## config.mk

```make
export PLATFORM = sky130hd
export DESIGN_NAME = vmem_stage
export DESIGN_NICKNAME = d
export VERILOG_FILES = /design/src/source/vmem_pkg.sv /design/src/source/vmem_addr_gen.sv /design/src/source/vmem_bus_port.sv /design/src/source/vmem_ctrl.sv /design/src/source/vmem_elem_mask.sv /design/src/source/vmem_stage.sv /design/src/source/vmem_write_xbar.sv
export SDC_FILE = /design/constraint.sdc
export NUM_CORES = 1
export LEC_CHECK = 0
export BUFFER_PORTS_ARGS = -buffer_cell sky130_fd_sc_hd__buf_2
export CORE_AREA = 2 2 204 206
export CTS_BUF_LIST = sky130_fd_sc_hd__clkbuf_16
export DETAILED_ROUTE_END_ITERATION = 8
export DIE_AREA = 0 0 206 208
export GPL_ROUTABILITY_DRIVEN = 0
export GPL_TIMING_DRIVEN = 0
export PLACE_DENSITY_LB_ADDON = 0.15
export SYNTH_ARGS = -nofsm -noshare
export SYNTH_HDL_FRONTEND = slang
export SYNTH_SLANG_ARGS = --single-unit
```

## constraint.sdc

```tcl
create_clock -name CLK -period 9.15 [get_ports CLK]
set_input_delay 0.915 -clock CLK [delete_from_list [all_inputs] [get_ports CLK]]
set_output_delay 0.915 -clock CLK [all_outputs]
set_load 0.005 [all_outputs]
```

## src/source/vmem_pkg.sv

```systemverilog
// Vector memory stage definitions
// Opcodes, control states, fault causes and the request/result records
package vmem_pkg;

    typedef enum logic [3:0] {
        OP_LB,
        OP_LH,
        OP_LW,
        OP_LBU,
        OP_LHU,
        OP_SB,
        OP_SH,
        OP_SW,
        OP_VLE,
        OP_VLSE,
        OP_VSE,
        OP_VSSE
    } mem_op_e;

    typedef enum logic [1:0] {
        S_IDLE,
        S_SCAN,
        S_BUS,
        S_DONE
    } ctrl_state_e;

    typedef enum logic [1:0] {
        F_NONE,
        F_MAL_LOAD,
        F_MAL_STORE,
        F_BUS
    } fault_e;

    // Scalar store data travels in lane 0 of the store-data array
    typedef struct packed {
        mem_op_e     op;
        logic [4:0]  rd;
        logic [31:0] base;
        logic [31:0] stride;
        logic [1:0]  vstart;
        logic [1:0]  bank_offset;
    } mem_req_t;

    typedef struct packed {
        logic        valid;
        logic [4:0]  rd;
        logic [31:0] data;
    } scalar_wb_t;

    typedef struct packed {
        logic        done;
        fault_e      fault;
        logic [31:0] fault_addr;
    } result_t;

    function automatic logic is_vector(mem_op_e op);
        return op inside {OP_VLE, OP_VLSE, OP_VSE, OP_VSSE};
    endfunction

    function automatic logic is_store(mem_op_e op);
        return op inside {OP_SB, OP_SH, OP_SW, OP_VSE, OP_VSSE};
    endfunction

    // 0 byte, 1 half, 2 word
    function automatic logic [1:0] access_size(mem_op_e op);
        case (op)
            OP_LB, OP_LBU, OP_SB: return 2'd0;
            OP_LH, OP_LHU, OP_SH: return 2'd1;
            default:              return 2'd2;
        endcase
    endfunction

endpackage

```

## src/source/vmem_addr_gen.sv

```systemverilog
// Lane address generator
// Address and store word for the current lane, plus alignment check
`timescale 1ns/1ps

module vmem_addr_gen #(
    parameter int NUM_LANES = 4
) (
    input  vmem_pkg::mem_req_t            req,
    input  logic [$clog2(NUM_LANES)-1:0]  lane,
    input  logic [NUM_LANES-1:0][31:0]    lane_store_data,
    output logic [31:0]                   addr,
    output logic [31:0]                   store_data,
    output logic                          misaligned
);

    import vmem_pkg::*;

    logic [31:0] lane_idx;

    assign lane_idx = 32'(lane);

    always_comb begin
        case (req.op)
            OP_VLE, OP_VSE:   addr = req.base + (lane_idx << 2);
            OP_VLSE, OP_VSSE: addr = req.base + req.stride * lane_idx;
            default:          addr = req.base;
        endcase

        case (access_size(req.op))
            2'd0:    misaligned = 1'b0;
            2'd1:    misaligned = addr[0];
            default: misaligned = |addr[1:0];
        endcase
    end

    // Scalar ops always sit on lane 0
    assign store_data = lane_store_data[lane];

endmodule

```

## src/source/vmem_bus_port.sv

```systemverilog
// Wishbone classic data master
// One transfer per start, byte lane steering and load extension
`timescale 1ns/1ps

module vmem_bus_port (
    input  logic              CLK,
    input  logic              rst,
    input  logic              start,
    input  vmem_pkg::mem_op_e op,
    input  logic [31:0]       addr,
    input  logic [31:0]       store_data,
    output logic              cyc,
    output logic              stb,
    output logic              we,
    output logic [31:0]       adr,
    output logic [31:0]       dat_w,
    output logic [3:0]        sel,
    input  logic [31:0]       dat_r,
    input  logic              ack,
    input  logic              err,
    output logic              done,
    output logic              error,
    output logic [31:0]       load_data
);

    import vmem_pkg::*;

    mem_op_e     op_q;
    logic [1:0]  off_q;
    logic [7:0]  byte_v;
    logic [15:0] half_v;

    // Cycle held until the slave answers
    always_ff @(posedge CLK) begin
        if (rst) begin
            cyc <= 1'b0;
        end else if (start) begin
            cyc <= 1'b1;
        end else if (cyc && (ack || err)) begin
            cyc <= 1'b0;
        end
    end

    assign stb = cyc;

    always_ff @(posedge CLK) begin
        if (start) begin
            op_q  <= op;
            off_q <= addr[1:0];
            we    <= is_store(op);
            adr   <= {addr[31:2], 2'b00};
            case (access_size(op))
                2'd0: begin
                    dat_w <= {4{store_data[7:0]}};
                    sel   <= 4'b0001 << addr[1:0];
                end
                2'd1: begin
                    dat_w <= {2{store_data[15:0]}};
                    sel   <= addr[1] ? 4'b1100 : 4'b0011;
                end
                default: begin
                    dat_w <= store_data;
                    sel   <= 4'b1111;
                end
            endcase
        end
    end

    assign done  = cyc && ack;
    assign error = cyc && err;

    // Pick the addressed byte or half and extend it
    always_comb begin
        byte_v = dat_r[8*off_q +: 8];
        half_v = dat_r[16*off_q[1] +: 16];
        case (op_q)
            OP_LB:   load_data = {{24{byte_v[7]}}, byte_v};
            OP_LBU:  load_data = {24'b0, byte_v};
            OP_LH:   load_data = {{16{half_v[15]}}, half_v};
            OP_LHU:  load_data = {16'b0, half_v};
            default: load_data = dat_r;
        endcase
    end

    // Slave must only respond inside a cycle
    assert property (@(posedge CLK) disable iff (rst) (ack || err) |-> cyc)
        else $error("vmem_bus_port: ack/err outside of a bus cycle");

endmodule

```

## src/source/vmem_ctrl.sv

```systemverilog
// Memory stage control FSM
// Walks the active lanes one bus cycle at a time and reports the outcome
`timescale 1ns/1ps

module vmem_ctrl #(
    parameter int NUM_LANES = 4
) (
    input  logic                          CLK,
    input  logic                          rst,
    input  logic                          req_valid,
    input  vmem_pkg::mem_req_t            req,
    input  logic [NUM_LANES-1:0]          active_mask,
    input  logic [31:0]                   addr,
    input  logic                          misaligned,
    input  logic                          bus_done,
    input  logic                          bus_error,
    input  logic [31:0]                   load_data,
    output logic                          ready,
    output vmem_pkg::mem_req_t            req_q,
    output logic [$clog2(NUM_LANES)-1:0]  lane,
    output logic                          bus_start,
    output vmem_pkg::scalar_wb_t          scalar_wb,
    output logic                          elem_wen,
    output vmem_pkg::result_t             result
);

    import vmem_pkg::*;

    localparam int LANE_W = $clog2(NUM_LANES);

    ctrl_state_e          state;
    logic [NUM_LANES-1:0] pend;
    fault_e               fault_q;
    logic [31:0]          fault_addr_q;
    logic                 accept;
    logic                 load_ack;

    assign ready  = (state == S_IDLE);
    assign accept = req_valid && ready;

    // Lowest lane still pending
    always_comb begin
        lane = '0;
        for (int i = NUM_LANES - 1; i >= 0; i--) begin
            if (pend[i]) begin
                lane = LANE_W'(i);
            end
        end
    end

    always_ff @(posedge CLK) begin
        if (rst) begin
            state   <= S_IDLE;
            pend    <= '0;
            fault_q <= F_NONE;
        end else begin
            case (state)
                S_IDLE: begin
                    if (accept) begin
                        state   <= S_SCAN;
                        fault_q <= F_NONE;
                        pend    <= is_vector(req.op) ? active_mask : NUM_LANES'(1);
                    end
                end
                S_SCAN: begin
                    if (pend == '0) begin
                        state <= S_DONE;
                    end else if (misaligned) begin
                        fault_q <= is_store(req_q.op) ? F_MAL_STORE : F_MAL_LOAD;
                        state   <= S_DONE;
                    end else begin
                        state <= S_BUS;
                    end
                end
                S_BUS: begin
                    if (bus_error) begin
                        fault_q <= F_BUS;
                        state   <= S_DONE;
                    end else if (bus_done) begin
                        pend[lane] <= 1'b0;
                        state      <= S_SCAN;
                    end
                end
                default: state <= S_IDLE;
            endcase
        end
    end

    always_ff @(posedge CLK) begin
        if (accept) begin
            req_q        <= req;
            fault_addr_q <= 32'b0;
        end else if ((state == S_SCAN && pend != '0 && misaligned) ||
                     (state == S_BUS && bus_error)) begin
            fault_addr_q <= addr;
        end
    end

    assign bus_start = (state == S_SCAN) && (pend != '0) && !misaligned;

    assign load_ack = (state == S_BUS) && bus_done && !bus_error && !is_store(req_q.op);
    assign elem_wen = load_ack && is_vector(req_q.op);

    assign scalar_wb.valid = load_ack && !is_vector(req_q.op);
    assign scalar_wb.rd    = req_q.rd;
    assign scalar_wb.data  = load_data;

    assign result.done       = (state == S_DONE);
    assign result.fault      = fault_q;
    assign result.fault_addr = fault_addr_q;

    // Bus port answers only while the FSM waits for it
    assert property (@(posedge CLK) disable iff (rst) (bus_done || bus_error) |-> state == S_BUS)
        else $error("vmem_ctrl: bus response outside S_BUS");

endmodule

```

## src/source/vmem_elem_mask.sv

```systemverilog
// Effective element mask
// Drops every lane below vstart, the rest follow the lane mask
`timescale 1ns/1ps

module vmem_elem_mask #(
    parameter int NUM_LANES = 4
) (
    input  logic [NUM_LANES-1:0] lane_mask,
    input  logic [1:0]           vstart,
    output logic [NUM_LANES-1:0] active_mask
);

    always_comb begin
        for (int i = 0; i < NUM_LANES; i++) begin
            // Lanes before vstart already completed
            active_mask[i] = lane_mask[i] && (i >= int'(vstart));
        end
    end

endmodule

```

## src/source/vmem_stage.sv

```systemverilog
// Vector memory stage top
// Control FSM, lane masking, address generation, bus master and bank crossbar
`timescale 1ns/1ps

module vmem_stage #(
    parameter int NUM_LANES = 4
) (
    input  logic                        CLK,
    input  logic                        rst,
    input  logic                        req_valid,
    input  vmem_pkg::mem_req_t          req,
    input  logic [NUM_LANES-1:0]        lane_mask,
    input  logic [NUM_LANES-1:0][31:0]  lane_store_data,
    output logic                        ready,
    output logic                        cyc,
    output logic                        stb,
    output logic                        we,
    output logic [31:0]                 adr,
    output logic [31:0]                 dat_w,
    output logic [3:0]                  sel,
    input  logic [31:0]                 dat_r,
    input  logic                        ack,
    input  logic                        err,
    output vmem_pkg::scalar_wb_t        scalar_wb,
    output logic [NUM_LANES-1:0][31:0]  bank_wdata,
    output logic [NUM_LANES-1:0]        bank_wen,
    output vmem_pkg::result_t           result
);

    import vmem_pkg::*;

    mem_req_t                   req_q;
    logic [NUM_LANES-1:0]       active_mask;
    logic [NUM_LANES-1:0][31:0] store_q;
    logic [$clog2(NUM_LANES)-1:0] lane;
    logic [31:0]                addr;
    logic [31:0]                store_data;
    logic [31:0]                load_data;
    logic                       misaligned;
    logic                       bus_start;
    logic                       bus_done;
    logic                       bus_error;
    logic                       elem_wen;

    // Store words captured with the request
    always_ff @(posedge CLK) begin
        if (req_valid && ready) begin
            store_q <= lane_store_data;
        end
    end

    vmem_elem_mask #(.NUM_LANES(NUM_LANES)) u_mask (
        .lane_mask  (lane_mask),
        .vstart     (req.vstart),
        .active_mask(active_mask)
    );

    vmem_ctrl #(.NUM_LANES(NUM_LANES)) u_ctrl (
        .CLK, .rst, .req_valid, .req, .active_mask, .addr, .misaligned,
        .bus_done, .bus_error, .load_data, .ready, .req_q, .lane,
        .bus_start, .scalar_wb, .elem_wen, .result
    );

    vmem_addr_gen #(.NUM_LANES(NUM_LANES)) u_addr (
        .req            (req_q),
        .lane           (lane),
        .lane_store_data(store_q),
        .addr           (addr),
        .store_data     (store_data),
        .misaligned     (misaligned)
    );

    vmem_bus_port u_bus (
        .CLK, .rst, .start(bus_start), .op(req_q.op), .addr, .store_data,
        .cyc, .stb, .we, .adr, .dat_w, .sel, .dat_r, .ack, .err,
        .done(bus_done), .error(bus_error), .load_data
    );

    vmem_write_xbar #(.NUM_LANES(NUM_LANES)) u_xbar (
        .lane       (lane),
        .bank_offset(req_q.bank_offset),
        .wdata      (load_data),
        .wen        (elem_wen),
        .bank_wdata (bank_wdata),
        .bank_wen   (bank_wen)
    );

    // 2-bit vstart and bank_offset cover at most four lanes
    initial begin
        assert (NUM_LANES >= 2 && NUM_LANES <= 4 && (NUM_LANES & (NUM_LANES - 1)) == 0)
            else $error("vmem_stage: NUM_LANES must be 2 or 4");
    end

endmodule

```

## src/source/vmem_write_xbar.sv

```systemverilog
// Register bank write crossbar
// Sends one lane's element to bank (lane + bank_offset) mod NUM_LANES
`timescale 1ns/1ps

module vmem_write_xbar #(
    parameter int NUM_LANES = 4
) (
    input  logic [$clog2(NUM_LANES)-1:0] lane,
    input  logic [1:0]                   bank_offset,
    input  logic [31:0]                  wdata,
    input  logic                         wen,
    output logic [NUM_LANES-1:0][31:0]   bank_wdata,
    output logic [NUM_LANES-1:0]         bank_wen
);

    localparam int LANE_W = $clog2(NUM_LANES);

    logic [LANE_W-1:0] bank;

    // Truncation gives the modulo for a power of two
    assign bank = LANE_W'(lane + bank_offset);

    always_comb begin
        for (int b = 0; b < NUM_LANES; b++) begin
            bank_wen[b]   = wen && (bank == LANE_W'(b));
            bank_wdata[b] = (bank == LANE_W'(b)) ? wdata : 32'b0;
        end
    end

endmodule

```

==> impl_metrics.toml <==
[power_and_ir_drop]
total_power_mw = 5.05
leakagePower_nw = 9.34
powerDensity_nw_per_um2 = 236
ir_drop_mv = 0.169

[placement]
place_hpwl_mm = 45.0
dp_cells = 2673
port-buffer-count = 519
dp_slack_ns = 2.85

[job]
maxCapViolations = 0

[clocking]
cts_tree = "done"
clock_path_buffers = 3
clock_sinks = 317
cts_resized = 0
clk_latency_ns = 0.57
cts.htree.levels = 2
cts_hold_buf = 0
cts_buffers = 35
clk_root_buffer_cell = "clkbuf_16"
clkTransAtPathRegs_ns = 0.06
postCtsSetupBuffers = 0

[global_route]
grt_pass1_vias = 14200
overflow = 0
antenna_found_initial = 8
grt_first_pass_wirelength_mm = 85.2
grt_usage = 0.266
grt_max_degree = 59

[sta]
tightest_slew_ns = 1.37
fmax_mhz = 164
postLayoutSetupSlackWorst_ns = 3.06
hold_ws_ns = 0.456
setup_viol = 0
finClkSkew_ns = 0.0342
tns_ns = 0
fin_crit_sh = 0.665
relSlewSlack = 0.0807
finalCriticalPeriod_ns = 6.09
grt_setup_unrepaired = "false"
final_max_slew_viol_count = 0
hold_viol_final = 0

[die]
start_util = 0.416
core.rowCount = 74
die_area_sq_um = 42800
ioPinCount = 523
dieHeight_microns = 208
core_area_sq_um = 40600
chipWidth_microns = 206

[yosys]
synth-edff-count = 276
netlist_area_sq_um = 16900
synthDistinctLibCells = 80
post_synth.cell_area_avg_sq_um = 10.4
ys_ff_latch = 317
synth_flop_cell = "edfxtp_1"
yosysWarnings = 0
synthArstFlopShare = 0
synthCells = 1616
yosysSeqAreaShare = 0.540

[route]
wirelength_mm = 58.7
drc_errors = 0
vias = 14700
viasPerCell = 5.36
drt_iter0_markers = 1206
drt-pass1-iter-count = 5
wl_per_cell_microns = 21.4
antenna_left = 0

[worst_setup_path]
r2r-end = "u_bus.adr[26]"
cp-start-kind = "flip-flop"
critPathRequiredTime_ns = 8.24
crit_end = "bank_wdata[43]"
crit_start = "u_ctrl.pend[2]"
reg2reg_depth = 13
arrival_ns = 5.17
reg2reg_slack_ns = 3.31
cp_max_fo = 11
worst_r2r_startpoint = "u_ctrl.pend[2]"
critPathKind = "flip-flop to output port"
end_kind = "output port"

[final_layout]
most-common-layout-cells = "buf_2, edfxtp_1, nor2_1"
final_common_cell = "buf_2"
fin_cells = 2743
fin_nets = 2494
drive_above_1_share = 0.291
syn_to_final_growth_pct = 26.8

[status]
status = "finished clean"

[min_path]
worstHoldPathType = "flip-flop to flip-flop"
==> per-stage QoR <==
step,util,area [sq um]
floorplan,-,16900
global placement,0.496,20100
detailed placement,0.500,20300
CTS,0.527,21400
global route,0.527,21400
finish,0.527,21400
==> cell usage after synthesis, drive strengths merged (14+ instances only) <==
| cell type | instances | area share |
|---|---|---|
| a211oi | 14 | 0.0062 |
| a21oi | 128 | 0.038 |
| a222oi | 16 | 0.0095 |
| a22oi | 26 | 0.012 |
| and2 | 37 | 0.014 |
| buf | 25 | 0.0085 |
| clkbuf | 68 | 0.015 |
| dfxtp | 41 | 0.049 |
| edfxtp | 276 | 0.49 |
| fa | 32 | 0.038 |
| ha | 38 | 0.028 |
| inv | 138 | 0.031 |
| mux2 | 27 | 0.018 |
| mux2i | 33 | 0.020 |
| nand2 | 137 | 0.031 |
| nand3 | 27 | 0.0088 |
| nand4 | 18 | 0.0071 |
| nor2 | 235 | 0.052 |
| nor3 | 28 | 0.0083 |
| o21ai | 66 | 0.020 |
| o31ai | 18 | 0.0080 |
==> flip-flops by register name (all words and copies together) (netlist names) <==
name / flops
store_q: 128
u_bus.op_q: 4
u_ctrl.fault_addr_q: 32
u_ctrl.req_q: 75
u_ctrl.pend: 4
u_bus.cyc: 1
u_ctrl.state: 2
u_ctrl.fault_q: 2
u_bus.dat_w: 32
u_bus.sel: 4
u_bus.adr: 30
u_bus.we: 1
u_bus.off_q: 2
==> routing by layer <==
metal	GRT usage	share of wire	up-vias	wire, microns
met1	0.337	0.40	7006	23300
met5	0	0.00039	-	23
met4	0.0943	0.033	4	1930
li1	-	-	6911	-
met3	0.0591	0.085	101	4990
met2	0.446	0.48	669	28400
==> how the worst min path moves through the flow <==
stage	cells past startpoint	from	slack, ns	endpoint
6_report	2	u_ctrl.fault_addr_q[12]	0.46	u_ctrl.fault_addr_q[12]
5_1_grt	2	u_ctrl.fault_q[1]	0.47	u_ctrl.fault_q[1]
4_1_cts	2	u_ctrl.fault_addr_q[6]	0.45	u_ctrl.fault_addr_q[6]
3_5_place_dp	2	u_ctrl.fault_addr_q[6]	0.44	u_ctrl.fault_addr_q[6]
3_3_place_gp	2	u_ctrl.fault_addr_q[14]	0.44	u_ctrl.fault_addr_q[14]
2_1_floorplan	0	u_ctrl.req_q[75]	0.42	u_bus.op_q[2]
==> power breakdown <==
part | total (mW) | switching [mW] | internal, mW
Sequential | 2.06 | 0.127 | 1.93
Combinational | 1.63 | 1.06 | 0.564
Clock | 1.37 | 0.609 | 0.758
==> kinds of logic after synthesis <==
kind of cell / share of synthesized area
other: 0.000222
AOI/OAI and AO/OA: 0.137
adders and majority gates: 0.0662
and+or+nand+nor: 0.149
xor gates and xnor gates: 0.0138
buffers and inverters: 0.0545
muxes: 0.0390
DFF: 0.540
==> worst max-delay path, stage by stage (launching register included) <==
cell	delay, ns
dfxtp_1	0.34
nand2b_1	0.16
a21oi_1	0.18
buf_2	0.37
buf_1	0.70
clkbuf_1	0.65
ha_1	0.29
xnor2_1	0.08
xnor2_1	0.32
inv_1	0.15
nand2_1	0.36
clkbuf_1	0.46
nor2_1	0.28
buf_2	0.26
==> cell type report <==
| cell class | instances | area (sq um) |
|---|---|---|
| Antenna cell | 6 | 15.0 |
| Buffer | 93 | 402 |
| Clock buffer | 36 | 901 |
| Clock inverter | 28 | 203 |
| Fill cell | 3714 | 19200 |
| Inverter | 139 | 522 |
| Multi-Input combinational cell | 1068 | 6850 |
| Sequential cell | 317 | 9110 |
| Tap cell | 532 | 666 |
| Timing Repair Buffer | 524 | 2720 |
(Power assumes the default switching activity.)
